File: config.mk
export PLATFORM = sky130hd
export DESIGN_NAME = gb80_bus_unit
export DESIGN_NICKNAME = d
export VERILOG_FILES = /design/src/hdl/gb80_irq_pkg.sv /design/src/hdl/gb80_mem_pkg.sv /design/src/hdl/bus_latch.sv /design/src/hdl/gb80_bus_unit.sv /design/src/hdl/hram.sv /design/src/hdl/interrupt_ctrl.sv /design/src/hdl/mem_port_router.sv
export SDC_FILE = /design/constraint.sdc
export NUM_CORES = 1
export LEC_CHECK = 0
export ABC_AREA = 1
export ABC_CLOCK_PERIOD_IN_PS = 3500
export BUFFER_PORTS_ARGS = -buffer_cell sky130_fd_sc_hd__buf_4
export CAP_MARGIN = 20
export CORE_ASPECT_RATIO = 1.4
export CORE_MARGIN = 2
export CORE_UTILIZATION = 52
export CTS_CLUSTER_SIZE = 16
export DETAILED_ROUTE_END_ITERATION = 7
export GPL_TIMING_DRIVEN = 0
export PLACE_DENSITY_LB_ADDON = 0.25
export SETUP_SLACK_MARGIN = 0.2
export SYNTH_ARGS = -nofsm -noshare
export SYNTH_HDL_FRONTEND = slang
export SYNTH_HIERARCHICAL = 1
export SYNTH_SLANG_ARGS = --single-unit
File: constraint.sdc
create_clock -name clock -period 3.5 [get_ports clock]
set_input_delay 0 -clock clock [delete_from_list [all_inputs] [get_ports clock]]
set_output_delay 0 -clock clock [all_outputs]
set_load 0.01 [all_outputs]
File: src/hdl/gb80_irq_pkg.sv
package gb80_irq_pkg;

   // Interrupt sources
   localparam int IRQ_COUNT = 5;

   // One flag bit per source
   typedef logic [IRQ_COUNT-1:0] irq_flags_t;

   // Bit positions, lowest bit has highest priority
   localparam int IRQ_VBLANK = 0;
   localparam int IRQ_LCDC = 1;
   localparam int IRQ_TIMA = 2;
   localparam int IRQ_SERIAL = 3;
   localparam int IRQ_HILO = 4;

   // Winning source number
   typedef logic [2:0] irq_sel_t;

   // Restart address of source 0
   localparam logic [7:0] IRQ_VECTOR_BASE = 8'h40;

   // Spacing of the restart vectors
   localparam logic [7:0] IRQ_VECTOR_STEP = 8'h08;

   // Interrupts globally enabled out of reset
   localparam logic IME_RESET_VALUE = 1'b1;

endpackage

File: src/hdl/gb80_mem_pkg.sv
package gb80_mem_pkg;

   // Core address bus
   typedef logic [15:0] addr_t;

   // Core data bus
   typedef logic [7:0] data_t;

   // High-memory window, served on chip
   localparam addr_t HRAM_START = 16'hFF80;
   localparam addr_t HRAM_END = 16'hFFFE;

   // One byte per address in the window
   localparam int HRAM_DEPTH = 127;

   // Offset into high RAM
   typedef logic [6:0] hram_index_t;

   // Interrupt-enable register, last byte of the map
   localparam addr_t MMIO_IE = 16'hFFFF;

endpackage

File: src/hdl/bus_latch.sv
`timescale 1ns/1ps

module bus_latch #(
   parameter type payload_t = logic
) (
   input  logic     clock,
   input  logic     reset,
   // Load from the core side
   input  logic     core_load,
   input  payload_t core_value,
   // Load from the memory side
   input  logic     mem_load,
   input  payload_t mem_value,
   output payload_t value
);

   payload_t held;

   // Core side beats memory side
   always_ff @(posedge clock or posedge reset) begin
      if (reset) begin
         held <= '0;
      end else if (core_load) begin
         held <= core_value;
      end else if (mem_load) begin
         held <= mem_value;
      end
   end

   // Always visible to both sides
   assign value = held;

endmodule

File: src/hdl/gb80_bus_unit.sv
`timescale 1ns/1ps

module gb80_bus_unit (
   input  logic                     clock,
   input  logic                     reset,
   // Core side
   input  gb80_mem_pkg::addr_t      core_addr,
   input  logic                     addr_load,
   input  gb80_mem_pkg::data_t      core_data,
   input  logic                     data_load,
   input  logic                     addr_drive,
   input  logic                     mem_read,
   input  logic                     mem_write,
   input  logic                     mem_disable,
   // External memory
   input  gb80_mem_pkg::data_t      mem_data_in,
   output gb80_mem_pkg::addr_t      mem_addr,
   output logic                     mem_addr_oe,
   output gb80_mem_pkg::data_t      mem_data_out,
   output logic                     mem_data_oe,
   output logic                     mem_we_l,
   output logic                     mem_re_l,
   output gb80_mem_pkg::data_t      latched_data,
   // Interrupts
   input  gb80_irq_pkg::irq_flags_t irq_request,
   input  logic                     irq_ack,
   input  gb80_irq_pkg::irq_flags_t ie_in,
   input  logic                     ie_load,
   input  logic                     ime_set,
   input  logic                     ime_clear,
   output gb80_irq_pkg::irq_flags_t if_flags,
   output gb80_irq_pkg::irq_flags_t ie_flags,
   output logic                     ime,
   output logic                     irq_take,
   output gb80_mem_pkg::data_t      irq_vector
);

   gb80_mem_pkg::addr_t       addr_value;
   gb80_mem_pkg::data_t       data_value;
   gb80_mem_pkg::data_t       ext_read_data;
   gb80_mem_pkg::data_t       hram_read_data;
   gb80_mem_pkg::hram_index_t hram_index;
   logic                      hram_write;
   logic                      ie_write;

   // Address latch, memory never loads it
   bus_latch #(
      .payload_t(gb80_mem_pkg::addr_t)
   ) addr_latch (
      .clock     (clock),
      .reset     (reset),
      .core_load (addr_load),
      .core_value(core_addr),
      .mem_load  (1'b0),
      .mem_value ('0),
      .value     (addr_value)
   );

   // Data latch, filled by the core or by a read
   bus_latch #(
      .payload_t(gb80_mem_pkg::data_t)
   ) data_latch (
      .clock     (clock),
      .reset     (reset),
      .core_load (data_load),
      .core_value(core_data),
      .mem_load  (mem_read),
      .mem_value (ext_read_data),
      .value     (data_value)
   );

   mem_port_router router (
      .address    (addr_value),
      .addr_drive (addr_drive),
      .mem_read   (mem_read),
      .mem_write  (mem_write),
      .mem_disable(mem_disable),
      .hram_data  (hram_read_data),
      .mem_data_in(mem_data_in),
      .hram_hit   (),
      .hram_index (hram_index),
      .hram_write (hram_write),
      .read_data  (ext_read_data),
      .mem_we_l   (mem_we_l),
      .mem_re_l   (mem_re_l),
      .mem_addr_oe(mem_addr_oe),
      .mem_data_oe(mem_data_oe),
      .ie_write   (ie_write)
   );

   // High RAM takes its byte from the data latch
   hram high_ram (
      .clock     (clock),
      .write     (hram_write),
      .index     (hram_index),
      .write_data(data_value),
      .read_data (hram_read_data)
   );

   // IE store uses the low flag bits of the data latch
   interrupt_ctrl irq_ctrl (
      .clock        (clock),
      .reset        (reset),
      .irq_request  (irq_request),
      .irq_ack      (irq_ack),
      .ie_load      (ie_load),
      .ie_in        (ie_in),
      .ie_write     (ie_write),
      .ie_write_data(data_value[gb80_irq_pkg::IRQ_COUNT-1:0]),
      .ime_set      (ime_set),
      .ime_clear    (ime_clear),
      .if_flags     (if_flags),
      .ie_flags     (ie_flags),
      .ime          (ime),
      .irq_take     (irq_take),
      .irq_vector   (irq_vector)
   );

   // Latch contents go straight to the pins
   assign mem_addr = addr_value;
   assign mem_data_out = data_value;
   assign latched_data = data_value;

endmodule

File: src/hdl/hram.sv
`timescale 1ns/1ps

module hram (
   input  logic                      clock,
   // Write strobe, high window only
   input  logic                      write,
   input  gb80_mem_pkg::hram_index_t index,
   input  gb80_mem_pkg::data_t       write_data,
   output gb80_mem_pkg::data_t       read_data
);

   // Storage for 0xFF80 through 0xFFFE
   gb80_mem_pkg::data_t mem [0:gb80_mem_pkg::HRAM_DEPTH-1];

   // Byte written at the edge
   always_ff @(posedge clock) begin
      if (write) begin
         mem[index] <= write_data;
      end
   end

   // Read path is asynchronous
   // so a byte returns in the same cycle as its address
   assign read_data = mem[index];

endmodule

File: src/hdl/interrupt_ctrl.sv
`timescale 1ns/1ps

module interrupt_ctrl (
   input  logic                     clock,
   input  logic                     reset,
   // Request bits from peripherals
   input  gb80_irq_pkg::irq_flags_t irq_request,
   // Core takes the winner
   input  logic                     irq_ack,
   // Direct IE load
   input  logic                     ie_load,
   input  gb80_irq_pkg::irq_flags_t ie_in,
   // IE load through a store to 0xFFFF
   input  logic                     ie_write,
   input  gb80_irq_pkg::irq_flags_t ie_write_data,
   // Master enable control
   input  logic                     ime_set,
   input  logic                     ime_clear,
   output gb80_irq_pkg::irq_flags_t if_flags,
   output gb80_irq_pkg::irq_flags_t ie_flags,
   output logic                     ime,
   output logic                     irq_take,
   output gb80_mem_pkg::data_t      irq_vector
);

   gb80_irq_pkg::irq_flags_t pending;
   gb80_irq_pkg::irq_flags_t ack_mask;
   gb80_irq_pkg::irq_sel_t   irq_sel;
   logic                     any_pending;

   // Only enabled flags compete
   assign pending = if_flags & ie_flags;
   assign any_pending = |pending;

   // Priority encoder, lowest set bit wins
   always_comb begin
      irq_sel = gb80_irq_pkg::irq_sel_t'(gb80_irq_pkg::IRQ_VBLANK);
      ack_mask = '0;
      // Walk down so the lowest bit is assigned last
      for (int i = gb80_irq_pkg::IRQ_HILO; i >= gb80_irq_pkg::IRQ_VBLANK; i--) begin
         if (pending[i]) begin
            irq_sel = gb80_irq_pkg::irq_sel_t'(i);
            ack_mask = gb80_irq_pkg::irq_flags_t'(1) << i;
         end
      end
   end

   // Restart vector, 0x40 when idle
   assign irq_vector = gb80_irq_pkg::IRQ_VECTOR_BASE +
                       gb80_irq_pkg::IRQ_VECTOR_STEP * gb80_mem_pkg::data_t'(irq_sel);

   assign irq_take = ime & any_pending;

   // IF register
   always_ff @(posedge clock or posedge reset) begin
      if (reset) begin
         if_flags <= '0;
      end else if (irq_ack) begin
         // New request beats the acknowledge on the same bit
         if_flags <= (if_flags & ~ack_mask) | irq_request;
      end else begin
         if_flags <= if_flags | irq_request;
      end
   end

   // IE register, direct load first
   always_ff @(posedge clock or posedge reset) begin
      if (reset) begin
         ie_flags <= '0;
      end else if (ie_load) begin
         ie_flags <= ie_in;
      end else if (ie_write) begin
         ie_flags <= ie_write_data;
      end
   end

   // IME, set wins over clear
   always_ff @(posedge clock or posedge reset) begin
      if (reset) begin
         ime <= gb80_irq_pkg::IME_RESET_VALUE;
      end else if (ime_set) begin
         ime <= 1'b1;
      end else if (ime_clear) begin
         ime <= 1'b0;
      end
   end

endmodule

File: src/hdl/mem_port_router.sv
`timescale 1ns/1ps

module mem_port_router (
   // Latched address
   input  gb80_mem_pkg::addr_t       address,
   // Core strobes
   input  logic                      addr_drive,
   input  logic                      mem_read,
   input  logic                      mem_write,
   input  logic                      mem_disable,
   // Read sources
   input  gb80_mem_pkg::data_t       hram_data,
   input  gb80_mem_pkg::data_t       mem_data_in,
   // High RAM side
   output logic                      hram_hit,
   output gb80_mem_pkg::hram_index_t hram_index,
   output logic                      hram_write,
   // Byte for the data latch
   output gb80_mem_pkg::data_t       read_data,
   // External pins, strobes active low
   output logic                      mem_we_l,
   output logic                      mem_re_l,
   output logic                      mem_addr_oe,
   output logic                      mem_data_oe,
   // Store to the IE register
   output logic                      ie_write
);

   gb80_mem_pkg::addr_t offset;
   logic                ie_hit;
   logic                ext_ok;

   // Window decode
   assign hram_hit = (address >= gb80_mem_pkg::HRAM_START) &&
                     (address <= gb80_mem_pkg::HRAM_END);
   assign ie_hit = (address == gb80_mem_pkg::MMIO_IE);

   // Offset from window base, low bits only
   assign offset = address - gb80_mem_pkg::HRAM_START;
   assign hram_index = offset[6:0];
   assign hram_write = mem_write & hram_hit;

   // Pins see only off-chip addresses, and nothing under disable
   assign ext_ok = ~hram_hit & ~ie_hit & ~mem_disable;

   assign mem_we_l = ~(mem_write & ext_ok);
   assign mem_re_l = ~(mem_read & ext_ok);

   // Address pins drive for any phase of an external access
   assign mem_addr_oe = ext_ok & (addr_drive | mem_read | mem_write);
   // Data pins drive only on a store
   assign mem_data_oe = ext_ok & mem_write;

   // Read byte select
   always_comb begin
      if (hram_hit) begin
         read_data = hram_data;
      end else if (ie_hit || mem_disable) begin
         // IE not readable here, disabled bus floats to zero
         read_data = '0;
      end else begin
         read_data = mem_data_in;
      end
   end

   // IE store, independent of memory-disable
   assign ie_write = mem_write & ie_hit;

endmodule

==> summary.txt, run 1 <==
PD cells: 529 mW/mm2
vias in the first global route: 32100
Via density: 5.30
startpoint types: register
hold worst-path end: irq_ctrl/ime
max cap viols: 0
post-route cell area: 0.0532 mm2
critical path class: register to register
max-slew headroom at the worst pin: 0.208
Rows: 128
Core Util, Final: 0.612
Worst Path Required: 3810 ps
dpl cell area: 0.0482 mm2
largest net degree at the start of global routing: 76
WL/cell: 21.8 um
dpl hpwl: 90.1 mm
Mapped Area: 0.0456 mm2
initial antenna violation count: 3
Hold Path Depth: 3
CP top delay family: buffers and inverters
# setup viols final: 0
switching share of power: 0.259
worst vdd ir: 0.473 mV
CP max-delay cell: buf_2
clk sinks: 1051
GPL Wtd Cong: 0.966
TritonCTS Buffers: 95
first-pass GRT wire length: 198 mm
status: finished clean
Worst Tran Pin Value: 1180 ps
Max Fclk: 288 MHz
Post-Syn Area per Cell: 9.84 um2
Post-DRT Antenna Nets: 0
Leak: 0.0224 uW
number of top-level pins: 110
met3 GRT Util: 0.0502
Tot Pwr: 28200 uW
height of the die: 354 um
Crit Path Max Fanout: 10
met2 Use GR: 0.519
clock-pin slew on the worst setup and hold paths: 60 ps
worst flop-to-flop path endpoint: high_ram/mem[83][1]
Seq pwr share: 0.503
Worst Reg-to-Reg Cells: 8
met1 Resource Use GR: 0.355
fin crit share: 0.991
Worst Path Arrival: 3780 ps
PortBufs: 102
Hold Startpoint: ime_set
Bufs and invs on worst path: 6
final WL: 136 mm
htree depth: 3
Pre-antenna DRT Iters: 6
Iteration-0 DRC Markers: 3307
worst reg2reg setup slack: 30 ps
nets@finish: 5037
minimum clock period: 3470 ps
GRT Max-Usage Layer: met2
clk root buf: clkbuf_16
Pint: 20900 uW
Longest Clk Path Bufs: 3
# DRC: 0
Hold Slack: 68.9 ps
Gate Count Post-Synth: 4633
Placed Cells: 5937
Worst R2R Start: addr_latch/value[0]
core box area: 0.0870 mm2
clock group share of total power: 0.372
final max-slew violation count: 0
Hold Vio Cnt, Final: 0
slowest stage delay, CP: 540 ps
initial core utilization: 0.524
Layout area overhead: 16.7%
Non-Filler Instances: 6237
via count: 33100
global-route usage over all layers: 0.304
gr ovfl total: 0
final clock skew: 29.0 ps
HP Class: input port to register
CTS tree: yes
Comb pwr share: 0.125
Net Switching: 7290 uW
Clock Latency Late Sink: 670 ps
share of cells above drive strength 1: 0.119
die area: 0.0901 mm2
worst-path cell chain: buf_4, buf_4, buf_6, buf_6, clkbuf_4, nand3_2, buf_2, nor2_2
RSZ-0062 raised after global routing: true
crit path capture type: register
Die Wd: 254 um
Synth Warn #: 6
==> flip-flops by register name, summed over array words and instances, names as in the netlist <==
name	cells
data_latch/value	8
irq_ctrl/ime	1
irq_ctrl/if_flags	5
addr_latch/value	16
high_ram/mem	1016
irq_ctrl/ie_flags	5
==> worst max-delay path by stage <==
stage                         start                   end  slack [ps]  cells past startpoint
6_report        addr_latch/value[0]   high_ram/mem[83][1]          30                      8
5_1_grt         addr_latch/value[3]  high_ram/mem[112][3]          70                      7
4_1_cts         addr_latch/value[0]   high_ram/mem[59][3]          60                      8
3_5_place_dp    addr_latch/value[1]   high_ram/mem[56][0]       -1050                      7
3_3_place_gp    data_latch/value[0]   high_ram/mem[84][0]       -1470                      0
2_1_floorplan  addr_latch/value[13]   high_ram/mem[96][0]         890                      9
==> power groups by stage <==
stage	Sequential (uW)	Combinational [uW]	Clock, uW
4_1_cts	14200	3400	10500
2_1_floorplan	14500	1760	0
3_3_place_gp	14700	2930	0
6_report	14200	3530	10500
3_5_place_dp	14400	3240	0
5_1_grt	14200	3770	11100
==> worst reg2reg max path: cells and delay by family, from the launching register on <==
family	cells	cell delay, ps
buffers and inverters	6	1700
flip-flops	1	430
AND/OR/NAND/NOR	2	970
==> metal layers <==
layer	routed length, um	vias to the layer above
met2	66100	1662
met5	0	-
li1	-	15600
met4	10600	0
met3	12200	414
met1	47200	15400
==> metrics by stage <==
step           setup WS, ps  TNS [ps]
2_1_floorplan           887         0
3_3_place_gp          -1470  -1916650
3_5_place_dp          -1050   -667760
4_1_cts                61.5         0
5_1_grt                67.0         0
6_report               29.9         0
==> what timing repair did <==
item | CTS | global route
hold endpoints to repair | 70 | 0
cloned | 0 | 0
pin swaps | 2 | 0
gates resized for setup | 145 | 90
setup endpoints to repair | 1008 | 504
buffers inserted | 6 | 0
hold buffers | 113 | 0
==> placed cells by master, fill, tap and decap left out, types with 4 or more instances in the layout <==
| master | count |
|---|---|
| or2_1 | 4 |
| buf_4 | 146 |
| clkinv_2 | 18 |
| nand2_2 | 10 |
| clkbuf_8 | 6 |
| inv_1 | 81 |
| clkbuf_2 | 14 |
| nor2_1 | 144 |
| buf_6 | 29 |
| nand3_1 | 101 |
| clkbuf_16 | 97 |
| buf_16 | 7 |
| buf_2 | 104 |
| buf_1 | 16 |
| dlygate4sd3_1 | 113 |
| nor2_4 | 58 |
| buf_12 | 4 |
| clkinv_1 | 20 |
| clkinvlp_4 | 4 |
| nand3_2 | 10 |
| clkbuf_1 | 52 |
| nand2_1 | 2851 |
| clkbuf_4 | 14 |
| a21oi_1 | 4 |
| dfrtp_1 | 26 |
| bufinv_16 | 9 |
| edfxtp_1 | 1016 |
| nor2_2 | 42 |
| conb_1 | 22 |
| dfrtp_4 | 8 |
==> cell type report <==
type	instances	area (um2)
Antenna cell	1	2.50
Buffer	244	1480
Clock buffer	126	2600
Clock inverter	54	538
Fill cell	6856	33700
Inverter	87	333
Multi-Input combinational cell	3270	13200
Sequential cell	1051	31400
Tap cell	1170	1460
Timing Repair Buffer	234	2240
No activity file was read; power rests on OpenSTA's default activity.
==> inputs of run 2 (changes only) <==
--- a/config.mk
+++ b/config.mk
@@ -6,17 +6,17 @@
 export NUM_CORES = 1
 export LEC_CHECK = 0
 export ABC_AREA = 1
-export ABC_CLOCK_PERIOD_IN_PS = 3500
+export ABC_CLOCK_PERIOD_IN_PS = 3400
 export BUFFER_PORTS_ARGS = -buffer_cell sky130_fd_sc_hd__buf_4
 export CAP_MARGIN = 20
 export CORE_ASPECT_RATIO = 1.4
 export CORE_MARGIN = 2
-export CORE_UTILIZATION = 52
+export CORE_UTILIZATION = 50
 export CTS_CLUSTER_SIZE = 16
 export DETAILED_ROUTE_END_ITERATION = 7
 export GPL_TIMING_DRIVEN = 0
 export PLACE_DENSITY_LB_ADDON = 0.25
-export SETUP_SLACK_MARGIN = 0.2
+export SETUP_SLACK_MARGIN = 0.5
 export SYNTH_ARGS = -nofsm -noshare
 export SYNTH_HDL_FRONTEND = slang
 export SYNTH_HIERARCHICAL = 1
==> constraint.sdc (replaced) <==
create_clock -name clock -period 3.4 [get_ports clock]
set_input_delay 0 -clock clock [delete_from_list [all_inputs] [get_ports clock]]
set_output_delay 0 -clock clock [all_outputs]
set_load 0.01 [all_outputs]
==> run 2 against run 1 <==
Effect of this change: critical path depth grew 9; via count grew 0.61%; maximum frequency grew 11%; worst hold slack gained 96 ps; power grew 4.9%; register-to-register slack gained 250 ps; sequential power grew 3%; sequential share of layout area shrank 1.4 points; combinational power grew 8.2%; largest power group unchanged.
==> summary.txt, run 2 (synthesis gave the netlist of run 1 again) <==
most frequent cells in the layout: 2833 x nand2_1, 1016 x edfxtp_1, 170 x buf_4 (was 2851 x nand2_1, 1016 x edfxtp_1, 146 x buf_4)
number of top-level pins: 110 (unchanged)
CP max-delay cell: dfrtp_1 (was buf_2)
final clock skew: 22.4 ps (was 29.0 ps)
WL/cell: 22.1 um (was 21.8 um)
CP top delay family: simple AND/OR/NAND/NOR gates (was buffers and inverters)
dpl hpwl: 93.2 mm (was 90.1 mm)
nets@finish: 5062 (was 5037)
Max Fclk: 320 MHz (was 288 MHz)
max cap viols: 0 (unchanged)
Bufs and invs on worst path: 4 (was 6)
initial antenna violation count: 1 (was 3)
# setup viols final: 0 (unchanged)
RSZ-0062 raised after global routing: true (unchanged)
htree depth: 3 (unchanged)
Die Wd: 259 um (was 254 um)
TritonCTS Buffers: 96 (was 95)
most common cell after layout, fill and taps aside: nand2_1 (unchanged)
Leak: 0.0229 uW (was 0.0224 uW)
metal2 WL: 69.7 mm (was 66.1 mm)
Iteration-0 DRC Markers: 3112 (was 3307)
met3 WL: 10.8 mm (was 12.2 mm)
Pre-antenna DRT Iters: 6 (unchanged)
CTS tree: yes (unchanged)
Comb pwr share: 0.129 (was 0.125)
clock group share of total power: 0.378 (was 0.372)
share of cells above drive strength 1: 0.144 (was 0.119)
via count: 33300 (was 33100)
max-slew headroom at the worst pin: 0.377 (was 0.208)
largest net degree at the start of global routing: 74 (was 76)
core box area: 0.0908 mm2 (was 0.0870 mm2)
Tot Pwr: 29600 uW (was 28200 uW)
first-pass GRT wire length: 201 mm (was 198 mm)
vias in the first global route: 32400 (was 32100)
clk root buf: clkbuf_16 (unchanged)
clock-pin slew on the worst setup and hold paths: 70 ps (was 60 ps)
Layout area overhead: 19.5% (was 16.7%)
final WL: 139 mm (was 136 mm)
PD cells: 542 mW/mm2 (was 529 mW/mm2)
Crit Path Max Fanout: 10 (unchanged)
critical path class: register to register (unchanged)
die area: 0.0937 mm2 (was 0.0901 mm2)
fin crit share: 0.918 (was 0.991)
worst vdd ir: 0.469 mV (was 0.473 mV)
worst-path cell chain: buf_4, buf_6, buf_6, nand2_4, clkinvlp_4, nand3_1, nand2_1, nor2_2, nor2_1, nor2_1, nand2_1, nand2_1, nand4_1, nand3_1, nand2_1, nand3_1, nand3_1 (was buf_4, buf_4, buf_6, buf_6, clkbuf_4, nand3_2, buf_2, nor2_2)
Clock Latency Late Sink: 700 ps (was 670 ps)
gr ovfl total: 0 (unchanged)
Worst Path Arrival: 3690 ps (was 3780 ps)
Post-Route Setup TNS: 0 ps (unchanged)
wl on met1: 48.2 mm (was 47.2 mm)
slowest stage delay, CP: 420 ps (was 540 ps)
GPL Wtd Cong: 0.955 (was 0.966)
Longest Clk Path Bufs: 3 (unchanged)
Rows: 131 (was 128)
Net Switching: 7730 uW (was 7290 uW)
switching share of power: 0.262 (was 0.259)
height of the die: 361 um (was 354 um)
Hold Vio Cnt, Final: 0 (unchanged)
crit path capture type: register (unchanged)
Worst Path Required: 3970 ps (was 3810 ps)
final max-slew violation count: 0 (unchanged)
Post-DRT Antenna Nets: 0 (unchanged)
status: finished clean (unchanged)
Most flops, register: high_ram/mem (unchanged)
global-route usage over all layers: 0.296 (was 0.304)
# DRC: 0 (unchanged)
Pint: 21800 uW (was 20900 uW)
uppermost layer routed: met4 (unchanged)
HP Class: input port to register (unchanged)
Seq pwr share: 0.493 (was 0.503)
PortBufs: 102 (unchanged)
clk sinks: 1051 (unchanged)
startpoint types: register (unchanged)
initial core utilization: 0.502 (was 0.524)
minimum clock period: 3120 ps (was 3470 ps)
max reg flops: 1016 (unchanged)
Via density: 5.29 (was 5.30)
Worst Tran Pin Value: 934 ps (was 1180 ps)
-- run 2: what timing repair did --
item,4_1_cts,5_1_grt
setup endpoints to repair,1024,854
resized for setup,250,271
pin swaps,4,16
endpoints found under the hold margin,70,0
setup buffers,9,16
hold buffers,117,0
-- run 2: final cells by class --
cell class                      count  area, um2
Fill cell                        7365      36300
Sequential cell                  1051      31400
Multi-Input combinational cell   3270      13600
Timing Repair Buffer              258       2580
Clock buffer                      115       2540
Buffer                            244       1830
Tap cell                         1197       1500
Clock inverter                     64        718
Inverter                           87        342
Antenna cell                        1       2.50
-- run 2: stage by stage --
| step | hold WS [ps] | setup WS (ps) | area [um2] | utilization | cells |
|---|---|---|---|---|---|
| after floorplan | -184 | 787 | 45700 | - | 4652 |
| after global placement | -32.2 | -1640 | 47900 | 0.528 | 5951 |
| after detailed placement | -16.0 | -1310 | 48300 | 0.532 | 5965 |
| after CTS | 123 | 192 | 53700 | 0.591 | 6270 |
| after global routing | 193 | 312 | 54500 | 0.600 | 6286 |
| final | 165 | 279 | 54500 | 0.600 | 6287 |
-- run 2: power by group through the flow --
stage	registers [uW]	clock network, uW	logic (uW)
final	14600	11200	3820
after global routing	14600	11800	4080
after CTS	14600	11300	3580
after detailed placement	14900	0	3380
after global placement	15200	0	3030
after floorplan	14900	0	1810
-- run 2: path summary, 6_finish.rpt --
| kind | start | endpoint | slack [ps] | cells after the start |
|---|---|---|---|---|
| setup / recovery | addr_latch/value[1] | data_latch/value[6] | 280 | 17 |
| hold / removal | irq_ack | irq_ctrl/if_flags[4] | 170 | 5 |
| setup reg to reg | addr_latch/value[1] | data_latch/value[6] | 280 | 17 |
| hold reg to reg | data_latch/value[1] | high_ram/mem[124][1] | 890 | 0 |
| max in group asynchronous | reset | addr_latch/value[2] | 2380 | 4 |
| min in group asynchronous | reset | data_latch/value[4] | 420 | 4 |
-- run 2: worst reg2reg max path, cell delays in order, from the launching register on --
cell,delay (ps)
dfrtp_1,420
buf_4,150
buf_6,170
buf_6,240
nand2_4,180
clkinvlp_4,310
nand3_1,160
nand2_1,80
nor2_2,160
nor2_1,60
nor2_1,190
nand2_1,80
nand2_1,60
nand4_1,280
nand3_1,190
nand2_1,60
nand3_1,110
nand3_1,110
-- run 2: routing by layer --
metal  GRT usage  vias to the layer above
met3      0.0501                      425
li1            -                    15600
met4       0.195                        0
met2       0.515                     1611
met1       0.333                    15600
met5           0                        -
